--- config.mk ---
export PLATFORM = sky130hd
export DESIGN_NAME = bg_renderer
export DESIGN_NICKNAME = d
export VERILOG_FILES = /design/src/verilog/bg_pkg.sv /design/src/verilog/bg_regs.sv /design/src/verilog/tile_fetcher.sv /design/src/verilog/scanline_ram.sv /design/src/verilog/scanline_reader.sv /design/src/verilog/bg_renderer.sv
export SDC_FILE = /design/constraint.sdc
export NUM_CORES = 2
export LEC_CHECK = 0
export BUFFER_PORTS_ARGS = -buffer_cell sky130_fd_sc_hd__buf_2
export CAP_MARGIN = 20
export CELL_PAD_IN_SITES_DETAIL_PLACEMENT = 0
export CELL_PAD_IN_SITES_GLOBAL_PLACEMENT = 1
export CORE_ASPECT_RATIO = 0.6
export CORE_MARGIN = 3
export CORE_UTILIZATION = 55
export CTS_CLUSTER_SIZE = 14
export DETAILED_ROUTE_END_ITERATION = 10
export MAX_ROUTING_LAYER = met4
export PLACE_DENSITY_LB_ADDON = 0.3
export SLEW_MARGIN = 20
export SYNTH_ARGS = -nofsm -noshare
export SYNTH_HDL_FRONTEND = slang
export SYNTH_SLANG_ARGS = --single-unit
export TNS_END_PERCENT = 5
--- constraint.sdc ---
create_clock -name CLK -period 7 [get_ports CLK]
set_input_delay 0.7 -clock CLK [delete_from_list [all_inputs] [get_ports CLK]]
set_output_delay 0.7 -clock CLK [all_outputs]
set_load 0.02 [all_outputs]
--- src/verilog/bg_pkg.sv ---
////////////////////
// types and constants shared by the background layer
// import with bg_pkg::* in the module header
////////////////////
package bg_pkg;

	typedef logic [15:0] word_t;   // memory and register word
	typedef logic [7:0]  tile_t;   // tile index from the map
	typedef logic [3:0]  pixel_t;  // 4bpp pixel
	typedef logic [7:0]  color_t;  // palette index to the display

	// CPU register map
	typedef enum logic [3:0] {
		REG_CTRL         = 4'd0,  // bit 0 enable, 2:1 stride code, 7:4 palette high
		REG_SCROLL_X     = 4'd1,
		REG_SCROLL_Y     = 4'd2,
		REG_MAP_BASE     = 4'd3,  // word address
		REG_TILESET_BASE = 4'd4   // word address
	} reg_addr_e;

	// no tile data fetched for this index, pixels read as zero
	localparam tile_t TRANSPARENT_TILE = 8'hFF;

	localparam int TILE_PIXELS = 16;

	// bytes per map row at stride code 0, doubled per code step
	localparam int MAP_ROW_BYTES = 32;

endpackage

--- src/verilog/bg_regs.sv ---
`timescale 1ns/1ns
////////////////////
// CPU side register file of the background layer
// single cycle writes, values take effect the cycle after reg_wr
// late_line is sticky until the next REG_CTRL write
////////////////////
module bg_regs import bg_pkg::*; (
	input  logic      CLK,
	input  logic      RSTb,
	input  reg_addr_e reg_addr,
	input  word_t     reg_wdata,
	input  logic      reg_wr,
	input  logic      late_set,
	output logic      enable,
	output logic [1:0] stride_code,
	output pixel_t    pal_hi,
	output word_t     scroll_x,
	output word_t     scroll_y,
	output word_t     map_base,
	output word_t     tileset_base,
	output logic      late_line
);

	always_ff @(posedge CLK) begin
		if (!RSTb) begin
			enable       <= 1'b0;
			stride_code  <= 2'd0;
			pal_hi       <= '0;
			scroll_x     <= '0;
			scroll_y     <= '0;
			map_base     <= '0;
			tileset_base <= '0;
		end else if (reg_wr) begin
			case (reg_addr)
				REG_CTRL: begin
					enable      <= reg_wdata[0];
					stride_code <= reg_wdata[2:1];
					pal_hi      <= reg_wdata[7:4];
				end
				REG_SCROLL_X:     scroll_x     <= reg_wdata;
				REG_SCROLL_Y:     scroll_y     <= reg_wdata;
				REG_MAP_BASE:     map_base     <= reg_wdata;
				REG_TILESET_BASE: tileset_base <= reg_wdata;
				default: ;
			endcase
		end
	end

	// a fresh abort wins over a clear in the same cycle
	always_ff @(posedge CLK) begin
		if (!RSTb)
			late_line <= 1'b0;
		else if (late_set)
			late_line <= 1'b1;
		else if (reg_wr && reg_addr == REG_CTRL)
			late_line <= 1'b0;
	end

	a_reg_addr_defined: assert property (@(posedge CLK) disable iff (!RSTb)
		reg_wr |-> reg_addr <= REG_TILESET_BASE);

endmodule

--- src/verilog/tile_fetcher.sv ---
`timescale 1ns/1ns
////////////////////
// background line fetcher
// on each enabled h_tick it walks LINE_PIXELS/16 + 1 tile columns,
// reads the map byte and the four data words of the tile row, and
// writes them to the back scanline buffer, one word per 4 pixels
////////////////////
module tile_fetcher import bg_pkg::*; #(
	parameter  int LINE_PIXELS = 320,
	localparam int AW = $clog2((LINE_PIXELS + TILE_PIXELS) / 4)
) (
	input  logic          CLK,
	input  logic          RSTb,
	input  logic          enable,
	input  logic          h_tick,
	input  logic [9:0]    line_y,
	input  logic [1:0]    stride_code,
	input  word_t         scroll_x,
	input  word_t         scroll_y,
	input  word_t         map_base,
	input  word_t         tileset_base,
	input  word_t         mem_data,
	input  logic          mem_ack,
	output word_t         mem_addr,
	output logic          mem_req,
	output logic          wr_buf,
	output logic [AW-1:0] wr_addr,
	output word_t         wr_data,
	output logic          wr_en,
	output logic          late_set
);

	localparam int NCOLS = LINE_PIXELS / TILE_PIXELS + 1;
	localparam int CW = AW - 2;  // 4 buffer words per column
	localparam int BUF_WORDS = NCOLS * 4;
	localparam int ROW_SHIFT = $clog2(MAP_ROW_BYTES);

	typedef enum logic [2:0] {S_IDLE, S_FLUSH, S_MAP, S_DATA, S_ZERO} state_e;

	state_e        state;
	logic [CW-1:0] col_cnt;
	logic [1:0]    w_cnt;     // data word within the tile row
	tile_t         tile_r;

	// line parameters, captured at h_tick
	logic [11:0] row_r;
	logic [3:0]  ty_r;
	logic [7:0]  coarse_r;
	logic [1:0]  stride_r;
	word_t       map_base_r;
	word_t       tileset_base_r;

	logic [15:0] v_sum;
	logic [7:0]  col_mask;
	logic [7:0]  map_col;
	logic [16:0] map_byte;    // byte address into the map
	tile_t       map_tile;
	word_t       data_addr;
	logic        last_col;
	logic        word_done;

	assign v_sum    = scroll_y + {6'd0, line_y};
	assign col_mask = 8'hFF >> (2'd3 - stride_r);  // wrap at the map stride
	assign map_col  = (coarse_r + 8'(col_cnt)) & col_mask;
	assign map_byte = {map_base_r, 1'b0}
		+ ({5'd0, row_r} << (ROW_SHIFT + int'(stride_r)))
		+ {9'd0, map_col};
	assign map_tile = map_byte[0] ? mem_data[15:8] : mem_data[7:0];  // even byte low

	// bank select 7:4, tile row, column in bank 3:0, word
	assign data_addr = tileset_base_r + {2'b00, tile_r[7:4], ty_r, tile_r[3:0], w_cnt};

	assign last_col  = (col_cnt == CW'(NCOLS - 1));
	assign word_done = (state == S_ZERO) || (state == S_DATA && mem_req && mem_ack);

	always_ff @(posedge CLK) begin
		if (h_tick && enable) begin
			row_r          <= v_sum[15:4];
			ty_r           <= v_sum[3:0];
			coarse_r       <= scroll_x[11:4];
			stride_r       <= stride_code;
			map_base_r     <= map_base;
			tileset_base_r <= tileset_base;
		end
	end

	always_ff @(posedge CLK) begin
		if (!RSTb) begin
			state    <= S_IDLE;
			mem_req  <= 1'b0;
			wr_buf   <= 1'b0;
			wr_en    <= 1'b0;
			late_set <= 1'b0;
			col_cnt  <= '0;
			w_cnt    <= 2'd0;
		end else begin
			wr_en    <= 1'b0;
			late_set <= 1'b0;
			if (h_tick && enable) begin
				late_set <= (state != S_IDLE);  // previous line not finished
				wr_buf   <= ~wr_buf;
				col_cnt  <= '0;
				if (mem_req && !mem_ack) begin
					state <= S_FLUSH;  // open request must still see its ack
				end else begin
					mem_req <= 1'b0;
					state   <= S_MAP;
				end
			end else begin
				case (state)
					S_FLUSH: begin
						if (mem_ack) begin
							mem_req <= 1'b0;
							state   <= S_MAP;
						end
					end
					S_MAP: begin
						if (!mem_req) begin
							mem_req  <= 1'b1;
							mem_addr <= map_byte[16:1];
						end else if (mem_ack) begin
							mem_req <= 1'b0;
							tile_r  <= map_tile;
							w_cnt   <= 2'd0;
							state   <= (map_tile == TRANSPARENT_TILE) ? S_ZERO : S_DATA;
						end
					end
					S_DATA: begin
						if (!mem_req) begin
							mem_req  <= 1'b1;
							mem_addr <= data_addr;
						end else if (mem_ack) begin
							mem_req <= 1'b0;
						end
					end
					default: ;
				endcase

				// one buffer word per data ack, or per cycle for a blank tile
				if (word_done) begin
					wr_en   <= 1'b1;
					wr_addr <= {col_cnt, w_cnt};
					wr_data <= (state == S_ZERO) ? '0 : mem_data;
					w_cnt   <= w_cnt + 2'd1;
					if (w_cnt == 2'd3) begin
						if (last_col) begin
							state <= S_IDLE;
						end else begin
							col_cnt <= col_cnt + 1'b1;
							state   <= S_MAP;
						end
					end
				end
			end
		end
	end

	a_addr_held: assert property (@(posedge CLK) disable iff (!RSTb)
		mem_req && !mem_ack |=> mem_req && $stable(mem_addr));

	a_wr_in_range: assert property (@(posedge CLK) disable iff (!RSTb)
		wr_en |-> int'(wr_addr) < BUF_WORDS);

endmodule

--- src/verilog/scanline_ram.sv ---
`timescale 1ns/1ns
////////////////////
// simple dual port RAM for one scanline buffer half
// one write port, one read port with registered data
////////////////////
module scanline_ram import bg_pkg::*; #(
	parameter int ADDR_BITS = 7
) (
	input  logic                 CLK,
	input  logic                 wr_en,
	input  logic [ADDR_BITS-1:0] wr_addr,
	input  word_t                wr_data,
	input  logic [ADDR_BITS-1:0] rd_addr,
	output word_t                rd_data
);

	word_t mem [2**ADDR_BITS];

	always_ff @(posedge CLK) begin
		if (wr_en)
			mem[wr_addr] <= wr_data;
	end

	always_ff @(posedge CLK) begin
		rd_data <= mem[rd_addr];  // one cycle read latency
	end

endmodule

--- src/verilog/scanline_reader.sv ---
`timescale 1ns/1ns
////////////////////
// display side of the scanline buffers
// reads the front half at display_x plus fine scroll and
// returns the color index two cycles later
////////////////////
module scanline_reader import bg_pkg::*; #(
	parameter  int LINE_PIXELS = 320,
	localparam int AW = $clog2((LINE_PIXELS + TILE_PIXELS) / 4)
) (
	input  logic          CLK,
	input  logic          RSTb,
	input  logic          enable,
	input  logic          h_tick,
	input  pixel_t        pal_hi,
	input  word_t         scroll_x,
	input  logic [9:0]    display_x,
	input  word_t         rd_data0,
	input  word_t         rd_data1,
	output logic [AW-1:0] rd_addr,
	output color_t        color_index
);

	logic        front;    // half being displayed, opposite to wr_buf
	logic [3:0]  fine_r;
	logic [10:0] buf_x;
	logic [1:0]  nib_sel;
	logic        front_d;
	word_t       front_word;
	pixel_t      pix;

	assign buf_x   = {1'b0, display_x} + {7'd0, fine_r};
	assign rd_addr = buf_x[AW+1:2];

	always_ff @(posedge CLK) begin
		if (!RSTb) begin
			front  <= 1'b1;
			fine_r <= 4'd0;
		end else if (h_tick && enable) begin
			front  <= ~front;
			fine_r <= scroll_x[3:0];
		end
	end

	// travels alongside the RAM read
	always_ff @(posedge CLK) begin
		nib_sel <= buf_x[1:0];
		front_d <= front;
	end

	assign front_word = front_d ? rd_data1 : rd_data0;
	assign pix = front_word[{nib_sel, 2'b00} +: 4];  // lowest nibble is leftmost

	always_ff @(posedge CLK) begin
		if (!RSTb)
			color_index <= '0;
		else
			color_index <= enable ? {pal_hi, pix} : '0;
	end

endmodule

--- src/verilog/bg_renderer.sv ---
`timescale 1ns/1ns
////////////////////
// background layer top level
// register file, line fetcher, two scanline RAM halves and the
// display reader; LINE_PIXELS is the visible width, a multiple of 16
////////////////////
module bg_renderer import bg_pkg::*; #(
	parameter int LINE_PIXELS = 320
) (
	input  logic       CLK,
	input  logic       RSTb,
	input  reg_addr_e  reg_addr,
	input  word_t      reg_wdata,
	input  logic       reg_wr,
	input  logic       h_tick,
	input  logic [9:0] line_y,
	input  logic [9:0] display_x,
	output color_t     color_index,
	output word_t      mem_addr,
	output logic       mem_req,
	input  word_t      mem_data,
	input  logic       mem_ack,
	output logic       late_line
);

	localparam int ADDR_BITS = $clog2((LINE_PIXELS + TILE_PIXELS) / 4);

	logic                 enable;
	logic [1:0]           stride_code;
	pixel_t               pal_hi;
	word_t                scroll_x;
	word_t                scroll_y;
	word_t                map_base;
	word_t                tileset_base;
	logic                 late_set;
	logic                 wr_buf;
	logic [ADDR_BITS-1:0] wr_addr;
	word_t                wr_data;
	logic                 wr_en;
	logic [ADDR_BITS-1:0] rd_addr;
	word_t                rd_data0;
	word_t                rd_data1;

	bg_regs u_regs (
		.CLK(CLK), .RSTb(RSTb),
		.reg_addr(reg_addr), .reg_wdata(reg_wdata), .reg_wr(reg_wr),
		.late_set(late_set),
		.enable(enable), .stride_code(stride_code), .pal_hi(pal_hi),
		.scroll_x(scroll_x), .scroll_y(scroll_y),
		.map_base(map_base), .tileset_base(tileset_base),
		.late_line(late_line)
	);

	tile_fetcher #(.LINE_PIXELS(LINE_PIXELS)) u_fetcher (
		.CLK(CLK), .RSTb(RSTb),
		.enable(enable), .h_tick(h_tick), .line_y(line_y),
		.stride_code(stride_code), .scroll_x(scroll_x), .scroll_y(scroll_y),
		.map_base(map_base), .tileset_base(tileset_base),
		.mem_data(mem_data), .mem_ack(mem_ack),
		.mem_addr(mem_addr), .mem_req(mem_req),
		.wr_buf(wr_buf), .wr_addr(wr_addr), .wr_data(wr_data), .wr_en(wr_en),
		.late_set(late_set)
	);

	// wr_buf picks the back half being filled
	scanline_ram #(.ADDR_BITS(ADDR_BITS)) u_ram0 (
		.CLK(CLK), .wr_en(wr_en & ~wr_buf), .wr_addr(wr_addr), .wr_data(wr_data),
		.rd_addr(rd_addr), .rd_data(rd_data0)
	);

	scanline_ram #(.ADDR_BITS(ADDR_BITS)) u_ram1 (
		.CLK(CLK), .wr_en(wr_en & wr_buf), .wr_addr(wr_addr), .wr_data(wr_data),
		.rd_addr(rd_addr), .rd_data(rd_data1)
	);

	scanline_reader #(.LINE_PIXELS(LINE_PIXELS)) u_reader (
		.CLK(CLK), .RSTb(RSTb),
		.enable(enable), .h_tick(h_tick), .pal_hi(pal_hi), .scroll_x(scroll_x),
		.display_x(display_x), .rd_data0(rd_data0), .rd_data1(rd_data1),
		.rd_addr(rd_addr), .color_index(color_index)
	);

endmodule

==> run summary <==
status: finished clean
number of top-level pins: 87
multiplexer share of the synthesized area: 10.0%
xor/xnor cell area share of the yosys netlist: 0.301%
most used flip-flop cell after synthesis: sky130_fd_sc_hd__edfxtp_1
height of the chip: 437 um
cell area after synthesis: 0.170 mm2
capturing instance or port of the critical path: u_ram1.rd_data[0]
Worst Max-Slew Pin Slew: 1.29 ns
RePlAce Congestion: 0.945
via count normalized by instance count: 6.66
Final Util: 61.9%
vias in the first global route: 93700
setup skew after layout: 0.0632 ns
Resized cells post-CTS: 0
Max rail drop VDD: 0.000267 V
post-synthesis share of cell area spent on and, or, nand and nor gates: 7.18%
Die Wd: 724 um
top cell type's share of synthesized area: 74.1%
Yosys top cell by area: sky130_fd_sc_hd__edfxtp_1
site row count: 157
effective utilization at floorplan: 55.6%
Area contributors post-synth: sky130_fd_sc_hd__edfxtp_1 (74%), sky130_fd_sc_hd__mux4_2 (7.6%), sky130_fd_sc_hd__nand2_1 (3.8%)
largest driver fanout on the critical path: 33
first-pass GRT wire length: 703000 um
synth cell count leaders: sky130_fd_sc_hd__edfxtp_1 (4201), sky130_fd_sc_hd__nand2_1 (1730), sky130_fd_sc_hd__mux4_2 (575), sky130_fd_sc_hd__nand3_1 (387), sky130_fd_sc_hd__mux2i_1 (382)
Post-Synthesis Cells: 10000
class of the worst hold path: input port to flip-flop
destination of the worst register-to-register timing path: u_ram1.rd_data[0]
TritonCTS buffer count: 386
part of the Yosys area used for sequential elements: 75.6%
post-route worst hold slack: 0.0661 ns
routed wirelength normalized by instance count: 33.7 um
fraction of layout instances using a drive strength above 1: 17.2%
Filler Cells Inserted: 21400
Worst Setup Path Type: flip-flop to flip-flop
share of the synthesized area in compound gates (AO/OA/AOI/OAI): 4.27%
Pwr Density: 268 mW/mm2
DR pass1 iterations: 6
count of flip-flops with a built-in enable after synthesis: 4201
Nets: 10600
pre-CTS worst setup slack: 1.02 ns
launching element type of the critical path: flip-flop
Worst R2R Path Depth: 13
total overflow reported by the global router: 0
clock sink count: 4331
antenna violations before repair: 29
buffer count from post-CTS setup fixing: 0
latest clock arrival within the worst-skew pair: 0.95 ns
time the worst path needs with I/O delays and setup: 5.77 ns
Clock transition at path regs: 0.07 ns
Final Worst Setup Slack: 1.23 ns
crit path DAT: 6.54 ns
via count of the routed design: 98900
Leakage Power: 62.3 nW
main combinational cell family by area after synthesis: multiplexers
Unique masters post-synth: 88
reg-to-reg setup timing slack: 1.23 ns
number of setup violations in the final report: 0
final count of hold timing violations: 0
total design power: 0.0507 W
startpoint of the most critical setup path: u_reader.fine_r[0]
detailed-route DRC error count: 0
number of nets still failing antenna checks after routing: 0
die area: 0.316 mm2
syn_area_per_cell: 17.0 um2
total number of yosys warnings: 0
Post-CTS Hold Fix Bufs: 0
top-count cell post-synth: sky130_fd_sc_hd__edfxtp_1
maximum count of clock buffers along a single path: 4
number of buffers added on ports: 85
core outline area: 0.306 mm2
type of element capturing the critical path: flip-flop
post-synthesis share of cell area spent on full adders, half adders and majority gates: 0.589%
CTS H-tree lvls: 5
share of the clock period used by the worst path after layout: 82.4%
global routing usage summed across all routing layers: 32.2%
post-synthesis register bit count: 4331
worst relative slew slack: 14.1%
area added between synthesis and finish: 11.4%
data required time of the worst path: 7.78 ns
fmax: 173 MHz
pins over their slew limit: 0
DR iter-0 viols: 16900
setup repair after global routing missed its margin: no
clock tree from TritonCTS: done
Post-synth ARST share: 0%
total negative slack for setup checks: 0 ns
max-cap viol count: 0
largest net degree at the start of global routing: 197
root buffer selected by CTS: sky130_fd_sc_hd__clkbuf_16
r2r startpoint: u_reader.fine_r[0]
Routed Wire Length: 500000 um
HPWL Detailed: 304000 um
## worst max-delay path, cell delays in order (launching register included)
cell	delay (ns)
sky130_fd_sc_hd__dfxtp_1	0.44
sky130_fd_sc_hd__ha_1	0.31
sky130_fd_sc_hd__inv_1	0.08
sky130_fd_sc_hd__fa_1	0.51
sky130_fd_sc_hd__nand2b_1	0.31
sky130_fd_sc_hd__a21oi_2	0.36
sky130_fd_sc_hd__xnor2_4	0.29
sky130_fd_sc_hd__nor2_4	0.66
sky130_fd_sc_hd__buf_12	0.36
sky130_fd_sc_hd__a32oi_1	0.15
sky130_fd_sc_hd__a31oi_1	0.71
sky130_fd_sc_hd__o2bb2ai_1	0.50
sky130_fd_sc_hd__a31oi_1	0.72
sky130_fd_sc_hd__o211ai_1	0.16
## report_power, final
part	switching, W	internal, W	total [W]
Combinational	0.00164	0.000806	0.00245
Clock	0.00930	0.0110	0.0203
Sequential	0.0000263	0.0280	0.0280
## worst min path at each step
stage	from	endpoint	slack (ns)	depth (start not counted)
6_report	reg_wdata[14]	u_regs.scroll_y[14]	0.07	3
5_1_grt	reg_wdata[15]	u_regs.map_base[15]	0.05	3
4_1_cts	reg_wdata[14]	u_regs.map_base[14]	0.006	3
3_5_place_dp	u_regs.map_base[11]	u_fetcher.map_base_r[11]	0.42	0
3_3_place_gp	u_regs.tileset_base[13]	u_fetcher.tileset_base_r[13]	0.41	0
2_1_floorplan	u_reader.front	u_reader.front_d	0.35	0
## sequential cells by signal, summed over array words and instances, names as in the netlist, 16 cells and up
register and cells:
u_ram0.mem 2048, u_ram1.mem 2048, u_fetcher.map_base_r 16, u_fetcher.mem_addr 16, u_fetcher.tileset_base_r 16, u_fetcher.wr_data 16
u_ram0.rd_data 16, u_ram1.rd_data 16, u_regs.map_base 16, u_regs.scroll_y 16, u_regs.tileset_base 16
## layout make-up
type	instances	area, um2	share of cell area (%)
inverters	50	188	0.0989
repair buffers	658	5520	2.91
clock buffers	505	10300	5.43
clock inverters	154	1320	0.693
diodes	20	50.0	0.0264
well taps	4054	5070	2.67
multi-input cells	5068	38500	20.3
flip-flops and latches	4331	129000	67.9
## kinds of logic after synthesis
| family | after synthesis |
|---|---|
| flip-flops | 4331 |
| multiplexers | 983 |
| AND/OR/NAND/NOR | 2863 |
| other | 2 |
| buffers and inverters | 639 |
| adder cells (fa/ha/maj) | 73 |
| XOR/XNOR | 56 |
| AO/OA/AOI/OAI | 1089 |
## routing by layer
layer | track usage [%] | up-vias | share of wire, %
met2 | 42.5 | 6971 | 42
met5 | - | - | 0
li1 | - | 40200 | -
met3 | 11.4 | 959 | 16
met1 | 47.1 | 50800 | 39
met4 | 10.0 | 0 | 3.6
## placed cells by master, fill, tap and decap left out, drive strengths merged, types with 61 or more instances in the layout
master,count
clkbuf,505
edfxtp,4201
a211oi,63
o22ai,89
a31oi,118
dfxtp,130
nand2,1734
mux4,577
inv,62
and3,78
buf,658
mux2i,382
clkinv,120
o21ai,85
nand4,78
a21oi,334
ha,61
a32oi,150
nand3,387
nor2,386
## per-stage QoR
step	area [um2]	instances
finish	190000	14800
global route	190000	14800
CTS	189000	14800
detailed placement	178000	14200
global placement	178000	14200
floorplan	170000	10000
Power figures use the tool's default switching activity.
